==> src/design/awe_config.svh <==
`ifndef AWE_CONFIG_SVH
`define AWE_CONFIG_SVH

//////////////////////////////////////////////////////////////////////
// data path widths
//////////////////////////////////////////////////////////////////////

// bits per pixel
`define AWE_PIXEL_WIDTH 16
// column index bits, one row per RAM half
`define AWE_COL_WIDTH 5

//////////////////////////////////////////////////////////////////////
// pipeline timing
//////////////////////////////////////////////////////////////////////

// RAM read enable to data
`define AWE_RAM_READ_LATENCY 2
// registered read enable to valid strobe
`define AWE_VALID_DELAY 3
// valid cycles per 3x3 window
`define AWE_WINDOW_CYCLES 5

`endif

==> src/design/awe_ctrl_pkg.sv <==
package awe_ctrl_pkg;

    // one-hot job phase driven by the AWE controller
    typedef enum logic [5:0] {
        idle          = 6'b000001,
        prim_buffer   = 6'b000010,
        wait_pfb_load = 6'b000100,
        ce_active     = 6'b001000,
        wait_job_done = 6'b010000,
        send_complete = 6'b100000
    } awe_phase_t;

    typedef logic [2:0] window_cnt_t;

    // row rotation code, bit 1 flips the even half and bit 0 the odd half
    typedef logic [1:0] gray_code_t;

endpackage

==> src/design/awe_data_pkg.sv <==
`include "awe_config.svh"

package awe_data_pkg;

    typedef logic [`AWE_PIXEL_WIDTH-1:0] pixel_t;
    // odd bank pixel sits in the upper half
    typedef logic [2*`AWE_PIXEL_WIDTH-1:0] pixel_pair_t;
    typedef logic [`AWE_COL_WIDTH-1:0] col_idx_t;
    typedef logic [1:0] row_idx_t;
    // half bit on top selects the row held in the RAM
    typedef logic [`AWE_COL_WIDTH:0] bank_addr_t;
    typedef logic [2*`AWE_COL_WIDTH:0] seq_word_t;

    // sequence word fields
    localparam int seq_flip_bit = 2 * `AWE_COL_WIDTH;
    localparam int seq_odd_lsb = `AWE_COL_WIDTH;

endpackage

==> src/design/awe_row_buffers.sv <==
`timescale 1ns/1ns

module awe_row_buffers (
    input  logic                       clk,
    input  logic                       rst,
    input  awe_ctrl_pkg::awe_phase_t   phase,
    input  awe_ctrl_pkg::gray_code_t   gray_code,
    input  logic                       pfb_rden,
    input  awe_data_pkg::row_idx_t     input_row,
    input  awe_data_pkg::col_idx_t     input_col,
    input  awe_data_pkg::col_idx_t     num_cols,
    input  awe_data_pkg::seq_word_t    seq_datain,
    input  awe_data_pkg::pixel_t       ce0_pixel_datain,
    input  awe_data_pkg::pixel_t       ce1_pixel_datain,
    input  logic                       ce0_execute,
    input  logic                       ce1_execute,
    output awe_data_pkg::pixel_pair_t  ce0_pixel_dataout,
    output logic                       ce0_pixel_dataout_valid,
    output awe_ctrl_pkg::window_cnt_t  ce0_cycle_counter,
    output awe_data_pkg::pixel_pair_t  ce1_pixel_dataout,
    output logic                       ce1_pixel_dataout_valid,
    output awe_ctrl_pkg::window_cnt_t  ce1_cycle_counter
);
    import awe_data_pkg::*;

    bank_addr_t even_addr;
    bank_addr_t odd_addr;
    bank_addr_t even_addr_d;
    bank_addr_t odd_addr_d;

    pix_seq_decoder u_decoder (
        .clk         (clk),
        .rst         (rst),
        .seq_datain  (seq_datain),
        .gray_code   (gray_code),
        .even_addr   (even_addr),
        .odd_addr    (odd_addr),
        .even_addr_d (even_addr_d),
        .odd_addr_d  (odd_addr_d)
    );

    //////////////////////////////////////////////////////////////////////
    // engine 0 on the live word, engine 1 on the word one cycle back
    //////////////////////////////////////////////////////////////////////

    ce_row_buffer u_ce0 (
        .clk                 (clk),
        .rst                 (rst),
        .phase               (phase),
        .pfb_rden            (pfb_rden),
        .execute             (ce0_execute),
        .input_row           (input_row),
        .input_col           (input_col),
        .num_cols            (num_cols),
        .pixel_datain        (ce0_pixel_datain),
        .even_addr           (even_addr),
        .odd_addr            (odd_addr),
        .pixel_dataout       (ce0_pixel_dataout),
        .pixel_dataout_valid (ce0_pixel_dataout_valid),
        .cycle_counter       (ce0_cycle_counter)
    );

    ce_row_buffer u_ce1 (
        .clk                 (clk),
        .rst                 (rst),
        .phase               (phase),
        .pfb_rden            (pfb_rden),
        .execute             (ce1_execute),
        .input_row           (input_row),
        .input_col           (input_col),
        .num_cols            (num_cols),
        .pixel_datain        (ce1_pixel_datain),
        .even_addr           (even_addr_d),
        .odd_addr            (odd_addr_d),
        .pixel_dataout       (ce1_pixel_dataout),
        .pixel_dataout_valid (ce1_pixel_dataout_valid),
        .cycle_counter       (ce1_cycle_counter)
    );

endmodule

==> src/design/ce_row_buffer.sv <==
`timescale 1ns/1ns
`include "awe_config.svh"

module ce_row_buffer (
    input  logic                       clk,
    input  logic                       rst,
    input  awe_ctrl_pkg::awe_phase_t   phase,
    input  logic                       pfb_rden,
    input  logic                       execute,
    input  awe_data_pkg::row_idx_t     input_row,
    input  awe_data_pkg::col_idx_t     input_col,
    input  awe_data_pkg::col_idx_t     num_cols,
    input  awe_data_pkg::pixel_t       pixel_datain,
    input  awe_data_pkg::bank_addr_t   even_addr,
    input  awe_data_pkg::bank_addr_t   odd_addr,
    output awe_data_pkg::pixel_pair_t  pixel_dataout,
    output logic                       pixel_dataout_valid,
    output awe_ctrl_pkg::window_cnt_t  cycle_counter
);
    import awe_data_pkg::*;
    import awe_ctrl_pkg::*;

    logic       prime_hit;
    logic       even_wren;
    logic       odd_wren;
    bank_addr_t even_wr_addr;
    bank_addr_t odd_wr_addr;
    pixel_t     wr_data;
    logic       rden;
    bank_addr_t even_rd_addr;
    bank_addr_t odd_rd_addr;
    pixel_t     even_rd_data;
    pixel_t     odd_rd_data;

    //////////////////////////////////////////////////////////////////////
    // priming writes
    //////////////////////////////////////////////////////////////////////

    assign prime_hit = (phase == prim_buffer) && pfb_rden && (input_col <= num_cols);

    // row 0 goes to both halves 0, row 1 odd half 1, row 2 even half 1
    always_ff @(posedge clk) begin
        if (rst) begin
            even_wren <= 1'b0;
            odd_wren <= 1'b0;
        end else begin
            even_wren <= prime_hit && (input_row == 2'd0 || input_row == 2'd2);
            odd_wren <= prime_hit && (input_row == 2'd0 || input_row == 2'd1);
        end
    end

    always_ff @(posedge clk) begin
        if (pfb_rden) begin
            wr_data <= pixel_datain;
            even_wr_addr <= {input_row == 2'd2, input_col};
            odd_wr_addr <= {input_row == 2'd1, input_col};
        end
    end

    //////////////////////////////////////////////////////////////////////
    // execute reads
    //////////////////////////////////////////////////////////////////////

    always_ff @(posedge clk) begin
        if (rst) begin
            rden <= 1'b0;
        end else begin
            rden <= (phase == ce_active) && execute;
        end
    end

    always_ff @(posedge clk) begin
        if (execute) begin
            even_rd_addr <= even_addr;
            odd_rd_addr <= odd_addr;
        end
    end

    row_buffer_ram u_even_bank (
        .clk     (clk),
        .wren    (even_wren),
        .wr_addr (even_wr_addr),
        .wr_data (wr_data),
        .rden    (rden),
        .rd_addr (even_rd_addr),
        .rd_data (even_rd_data)
    );

    row_buffer_ram u_odd_bank (
        .clk     (clk),
        .wren    (odd_wren),
        .wr_addr (odd_wr_addr),
        .wr_data (wr_data),
        .rden    (rden),
        .rd_addr (odd_rd_addr),
        .rd_data (odd_rd_data)
    );

    // one more stage lines the pair up with valid during bursts
    always_ff @(posedge clk) begin
        pixel_dataout <= {odd_rd_data, even_rd_data};
    end

    strobe_delay #(
        .cycles (`AWE_VALID_DELAY)
    ) u_valid_delay (
        .clk  (clk),
        .rst  (rst),
        .din  (rden),
        .dout (pixel_dataout_valid)
    );

    // window position, restarts whenever the valid stream breaks
    always_ff @(posedge clk) begin
        if (rst || !pixel_dataout_valid) begin
            cycle_counter <= '0;
        end else if (cycle_counter == window_cnt_t'(`AWE_WINDOW_CYCLES - 1)) begin
            cycle_counter <= '0;
        end else begin
            cycle_counter <= cycle_counter + 1'b1;
        end
    end

endmodule

==> src/design/pix_seq_decoder.sv <==
`timescale 1ns/1ns

module pix_seq_decoder (
    input  logic                     clk,
    input  logic                     rst,
    input  awe_data_pkg::seq_word_t  seq_datain,
    input  awe_ctrl_pkg::gray_code_t gray_code,
    output awe_data_pkg::bank_addr_t even_addr,
    output awe_data_pkg::bank_addr_t odd_addr,
    output awe_data_pkg::bank_addr_t even_addr_d,
    output awe_data_pkg::bank_addr_t odd_addr_d
);
    import awe_data_pkg::*;

    logic     flip;
    col_idx_t even_col;
    col_idx_t odd_col;

    //////////////////////////////////////////////////////////////////////
    // field split
    //////////////////////////////////////////////////////////////////////

    assign flip = seq_datain[seq_flip_bit];
    assign odd_col = seq_datain[seq_flip_bit-1:seq_odd_lsb];
    assign even_col = seq_datain[seq_odd_lsb-1:0];

    // half bit picks which stored row the window reads
    assign even_addr = {gray_code[1] ^ flip, even_col};
    assign odd_addr = {gray_code[0] ^ flip, odd_col};

    //////////////////////////////////////////////////////////////////////
    // engine 1 starts a cycle later
    //////////////////////////////////////////////////////////////////////

    always_ff @(posedge clk) begin
        if (rst) begin
            even_addr_d <= '0;
            odd_addr_d <= '0;
        end else begin
            even_addr_d <= even_addr;
            odd_addr_d <= odd_addr;
        end
    end

endmodule

==> src/design/row_buffer_ram.sv <==
`timescale 1ns/1ns
`include "awe_config.svh"

module row_buffer_ram (
    input  logic                     clk,
    input  logic                     wren,
    input  awe_data_pkg::bank_addr_t wr_addr,
    input  awe_data_pkg::pixel_t     wr_data,
    input  logic                     rden,
    input  awe_data_pkg::bank_addr_t rd_addr,
    output awe_data_pkg::pixel_t     rd_data
);
    import awe_data_pkg::*;

    localparam int depth = 2 ** $bits(bank_addr_t);
    localparam int out_stages = `AWE_RAM_READ_LATENCY - 1;

    pixel_t mem [depth];
    pixel_t rd_q;
    pixel_t out_pipe [out_stages];

    always_ff @(posedge clk) begin
        if (wren) begin
            mem[wr_addr] <= wr_data;
        end
    end

    // array read only on rden, so the output holds between reads
    always_ff @(posedge clk) begin
        if (rden) begin
            rd_q <= mem[rd_addr];
        end
        out_pipe[0] <= rd_q;
        for (int i = 1; i < out_stages; i++) begin
            out_pipe[i] <= out_pipe[i-1];
        end
    end

    assign rd_data = out_pipe[out_stages-1];

endmodule

==> src/design/strobe_delay.sv <==
`timescale 1ns/1ns

module strobe_delay #(
    parameter int cycles = 3
) (
    input  logic clk,
    input  logic rst,
    input  logic din,
    output logic dout
);

    if (cycles == 0) begin : g_pass
        assign dout = din;
    end else begin : g_shift
        logic [cycles-1:0] sr;

        always_ff @(posedge clk) begin
            if (rst) begin
                sr <= '0;
            end else begin
                sr[0] <= din;
                for (int i = 1; i < cycles; i++) begin
                    sr[i] <= sr[i-1];
                end
            end
        end

        assign dout = sr[cycles-1];
    end

endmodule

==> config.mk <==
export PLATFORM = sky130hd
export DESIGN_NAME = awe_row_buffers
export DESIGN_NICKNAME = d
export VERILOG_FILES = /design/src/design/awe_ctrl_pkg.sv /design/src/design/awe_data_pkg.sv /design/src/design/awe_row_buffers.sv /design/src/design/ce_row_buffer.sv /design/src/design/pix_seq_decoder.sv /design/src/design/row_buffer_ram.sv /design/src/design/strobe_delay.sv
export VERILOG_INCLUDE_DIRS = /design/src /design/src/design
export SDC_FILE = /design/constraint.sdc
export NUM_CORES = 2
export LEC_CHECK = 0
export BUFFER_PORTS_ARGS = -buffer_cell sky130_fd_sc_hd__buf_2
export CORE_ASPECT_RATIO = 1.25
export CORE_MARGIN = 2
export CORE_UTILIZATION = 40
export CTS_CLUSTER_SIZE = 30
export DETAILED_ROUTE_END_ITERATION = 6
export GPL_TIMING_DRIVEN = 1
export PLACE_DENSITY = 0.54
export SETUP_SLACK_MARGIN = 0.02
export SYNTH_ARGS = -nofsm -noshare
export SYNTH_HDL_FRONTEND = slang
export SYNTH_MEMORY_MAX_BITS = 65536
export SYNTH_SLANG_ARGS = --single-unit
==> constraint.sdc <==
create_clock -name clk -period 3.7 [get_ports clk]
set_input_delay 0.555 -clock clk [delete_from_list [all_inputs] [get_ports clk]]
set_output_delay 0.555 -clock clk [all_outputs]
set_load 0.01 [all_outputs]
==> results.tsv <==
stage	metric	value	unit
synth	synth_commonest_cells	edfxtp_1, mux4_2, mux2i_1, a22oi_1, nor2_1	
sta	finalCritPeriodShare	90.37	%
power_and_ir_drop	p_clk_share	41.9	%
worst_setup_path	cp.arrival	4.08	ns
power_and_ir_drop	p_int	81.97	mW
power_and_ir_drop	switchingPower	22.82	mW
placement	dp_hpwl	258500	um
placement	pre_cts_ws	0.3120	ns
power_and_ir_drop	switching_share	21.78	%
global_routing	grt_max_degree	129	
synth	yosysUniqueCellTypes	57	
synth	syn_inst	7089	
clocking	clock_sinks	4379	
floorplan	die_area	413900	um2
sta	rsz0062_at_grt	no	
placement	routabilityCongestion	0.7852	
drt	vias_per_cell	5.697	
global_routing	grt_overflow	0	
floorplan	ios	140	
synth	ys.flop_type	edfxtp_1	
sta	max_clock_freq	299.1	MHz
hold_path	hold_path_class	input pin to flop	
synth	yosysTopAreaCellShare	77.55	%
synth	synth.most_common_cell	edfxtp_1	
sta	finalCriticalPeriod	3.344	ns
sta	drv_slew	0	
clocking	cts_max_level	5	
floorplan	die-width	575.9	um
drt	routed_wl	454400	um
sta	setup_viol	0	
floorplan	coreArea	407100	um2
synth	async_flop_share	0	%
sta	finalHoldViolCount	0	
synth	ys_seq_area_share	79.46	%
synth	synth-edff-count	4223	
clocking	cts_root_buffer	clkbuf_16	
sta	maxSlewHeadroom	9.827	%
power_and_ir_drop	p_leak	59.33	nW
worst_setup_path	cp-end-kind	flop	
status	outcome	finished with violations	
synth	yosysTopAreaCell	edfxtp_1	
floorplan	initial_core_util	40.16	%
global_routing	grt_pass1_wl	632300	um
synth	yosys-top-cells-area	edfxtp_1, mux4_2, dfxtp_1	
drt	wl_per_cell	33.35	um
global_routing	grtUsageTotal	21.73	%
power_and_ir_drop	power	104.8	mW
drt	dr.pass1.iters	6	
placement	port_buffers	139	
finish	fin_util	46.72	%
worst_setup_path	worst-path-max-fanout	41	
finish	drive_gt1_share	29.57	%
synth	synth_area_per_cell	23.07	um2
finish	syn_to_final_growth	16.33	%
sta	worst_slack	0.3563	ns
finish	final_nets	7894	
clocking	ctsResizeCount	0	
synth	yosys_warnings	0	
clocking	insertion_delay	1.00	ns
power_and_ir_drop	powerDensity	550.9	nW/um2
run	drv_cap	0	
synth	synth_nets	7166	
power_and_ir_drop	ir_drop	0.5121	mV
sta	finalSetupTns	0	ns
worst_setup_path	setup.worst_path.class	flop to flop	
global_routing	grt_pass1_vias	80750	
synth	synth-seq-cells	4379	
sta	worst_pin_slew	1.353	ns
synth	syn_area	163500	um2
global_routing	antenna_found_initial	27	
floorplan	rows	262	
power_and_ir_drop	pwr-share-comb	5.6	%
drt	first_iter_violations	7775	
worst_setup_path	required	4.44	ns
clocking	cts_inserted_buffers	426	
status	violations	design-rule violations	
sta	finClkSkew	0.06174	ns
clocking	tritoncts	yes	
power_and_ir_drop	power.share.sequential	52.5	%
floorplan	die_h	718.8	um
drt	drc_errors	2	
clocking	clockBufferDepth	4	
clocking	cts.clk_slew.worst_paths	0.06	ns
drt	vias	77620	
drt	ant_nets	0	
worst_setup_path	cp-start-kind	flop	
cells by family after synthesis:
logic type | share of synthesized area, %
AO/OA/AOI/OAI | 2.451
XOR/XNOR | 0.01071
adder cells (fa/ha/maj) | 0.06887
buffers and inverters | 1.302
flip-flops | 79.46
multiplexers | 15.35
AND/OR/NAND/NOR | 1.350
final cells by class:
cell class	count	area [um2]
fillers	33530	216900
clock buffers	559	11660
diodes	36	90.09
repair buffers	668	6819
flip-flops and latches	4379	129900
inverters	15	56.30
well taps	5412	6771
clock inverters	230	2460
multi-input cells	2327	32430
worst max-delay path: stages (launching register included):
cell and delay, ns:
edfxtp_1 0.87, buf_12 0.32, buf_12 0.36, mux4_2 0.55
a22oi_1 0.45, nand2_1 0.11, o21ai_0 0.30, nor2_1 0.09
power groups by stage:
| stage | clock [mW] | sequential (mW) | combinational [mW] |
|---|---|---|---|
| 2_1_floorplan | 0 | 56.5 | 2.94 |
| 3_3_place_gp | 0 | 56.0 | 5.89 |
| 3_5_place_dp | 0 | 56.0 | 6.00 |
| 4_1_cts | 44.7 | 55.0 | 6.05 |
| 5_1_grt | 46.6 | 54.9 | 6.25 |
| 6_report | 43.9 | 55.0 | 5.91 |
layout by cell type (no fill, tap or decap), types with 59 or more instances in the layout:
cell,count
o22ai_1,119
o21ai_0,63
mux2i_1,229
dfxtp_1,154
nand2_1,96
buf_12,161
mux4_2,986
buf_2,139
clkinv_2,82
edfxtp_1,4223
clkinv_1,68
clkbuf_1,89
clkbuf_16,431
buf_4,313
nand3_1,59
a22oi_1,195
nor2_4,128
worst paths after layout:
kind | startpoint | endpoint | slack [ns] | depth (start not counted)
worst max-delay path | u_ce1.even_rd_addr[0]$_DFFE_PP_ | u_ce1.u_even_bank.rd_q[14]$_DFFE_PP_ | 0.36 | 7
worst min-delay path | phase[5] | u_ce1.even_wren$_SDFF_PP0_ | 0.1 | 5
worst max register to register | u_ce1.even_rd_addr[0]$_DFFE_PP_ | u_ce1.u_even_bank.rd_q[14]$_DFFE_PP_ | 0.36 | 7
worst min register to register | u_ce0.u_even_bank.out_pipe[0][2]$_DFF_P_ | u_ce0.pixel_dataout[2]$_DFF_P_ | 0.32 | 0
timing repair:
item / 4_1_cts / 5_1_grt
endpoints found under the hold margin: 66 / 0
setup buffers: 0 / 0
hold buffers: 55 / 0
state kept, by name, summed over array words and instances (netlist names), 16 cells and up:
name,flops
u_ce0.u_even_bank.mem,1024
u_ce0.u_odd_bank.mem,1024
u_ce1.u_even_bank.mem,1024
u_ce1.u_odd_bank.mem,1024
u_ce0.pixel_dataout,32
u_ce1.pixel_dataout,32
u_ce0.u_even_bank.out_pipe,16
u_ce0.u_even_bank.rd_q,16
u_ce0.u_odd_bank.out_pipe,16
u_ce0.u_odd_bank.rd_q,16
u_ce0.wr_data,16
u_ce1.u_even_bank.out_pipe,16
u_ce1.u_even_bank.rd_q,16
u_ce1.u_odd_bank.out_pipe,16
u_ce1.u_odd_bank.rd_q,16
u_ce1.wr_data,16
per-stage QoR:
step           hold slack, ns  cells  cell area [um2]
2_1_floorplan          0.3096   7089           163500
3_3_place_gp           0.3118  12750           175500
3_5_place_dp           0.3121  12750           175500
4_1_cts               0.01273  13590           190100
5_1_grt               0.06629  13620           190200
6_report              0.09952  13630           190200
layer usage:
| layer | up-vias | track usage [%] | share of wire, % |
|---|---|---|---|
| met5 | - | 0 | 0.0029 |
| met4 | 2 | 8.438 | 4.4 |
| met3 | 653 | 3.065 | 5.4 |
| met2 | 2610 | 38.77 | 53 |
| met1 | 42670 | 26.60 | 38 |
| li1 | 31690 | - | - |
(Power assumes the default switching activity.)
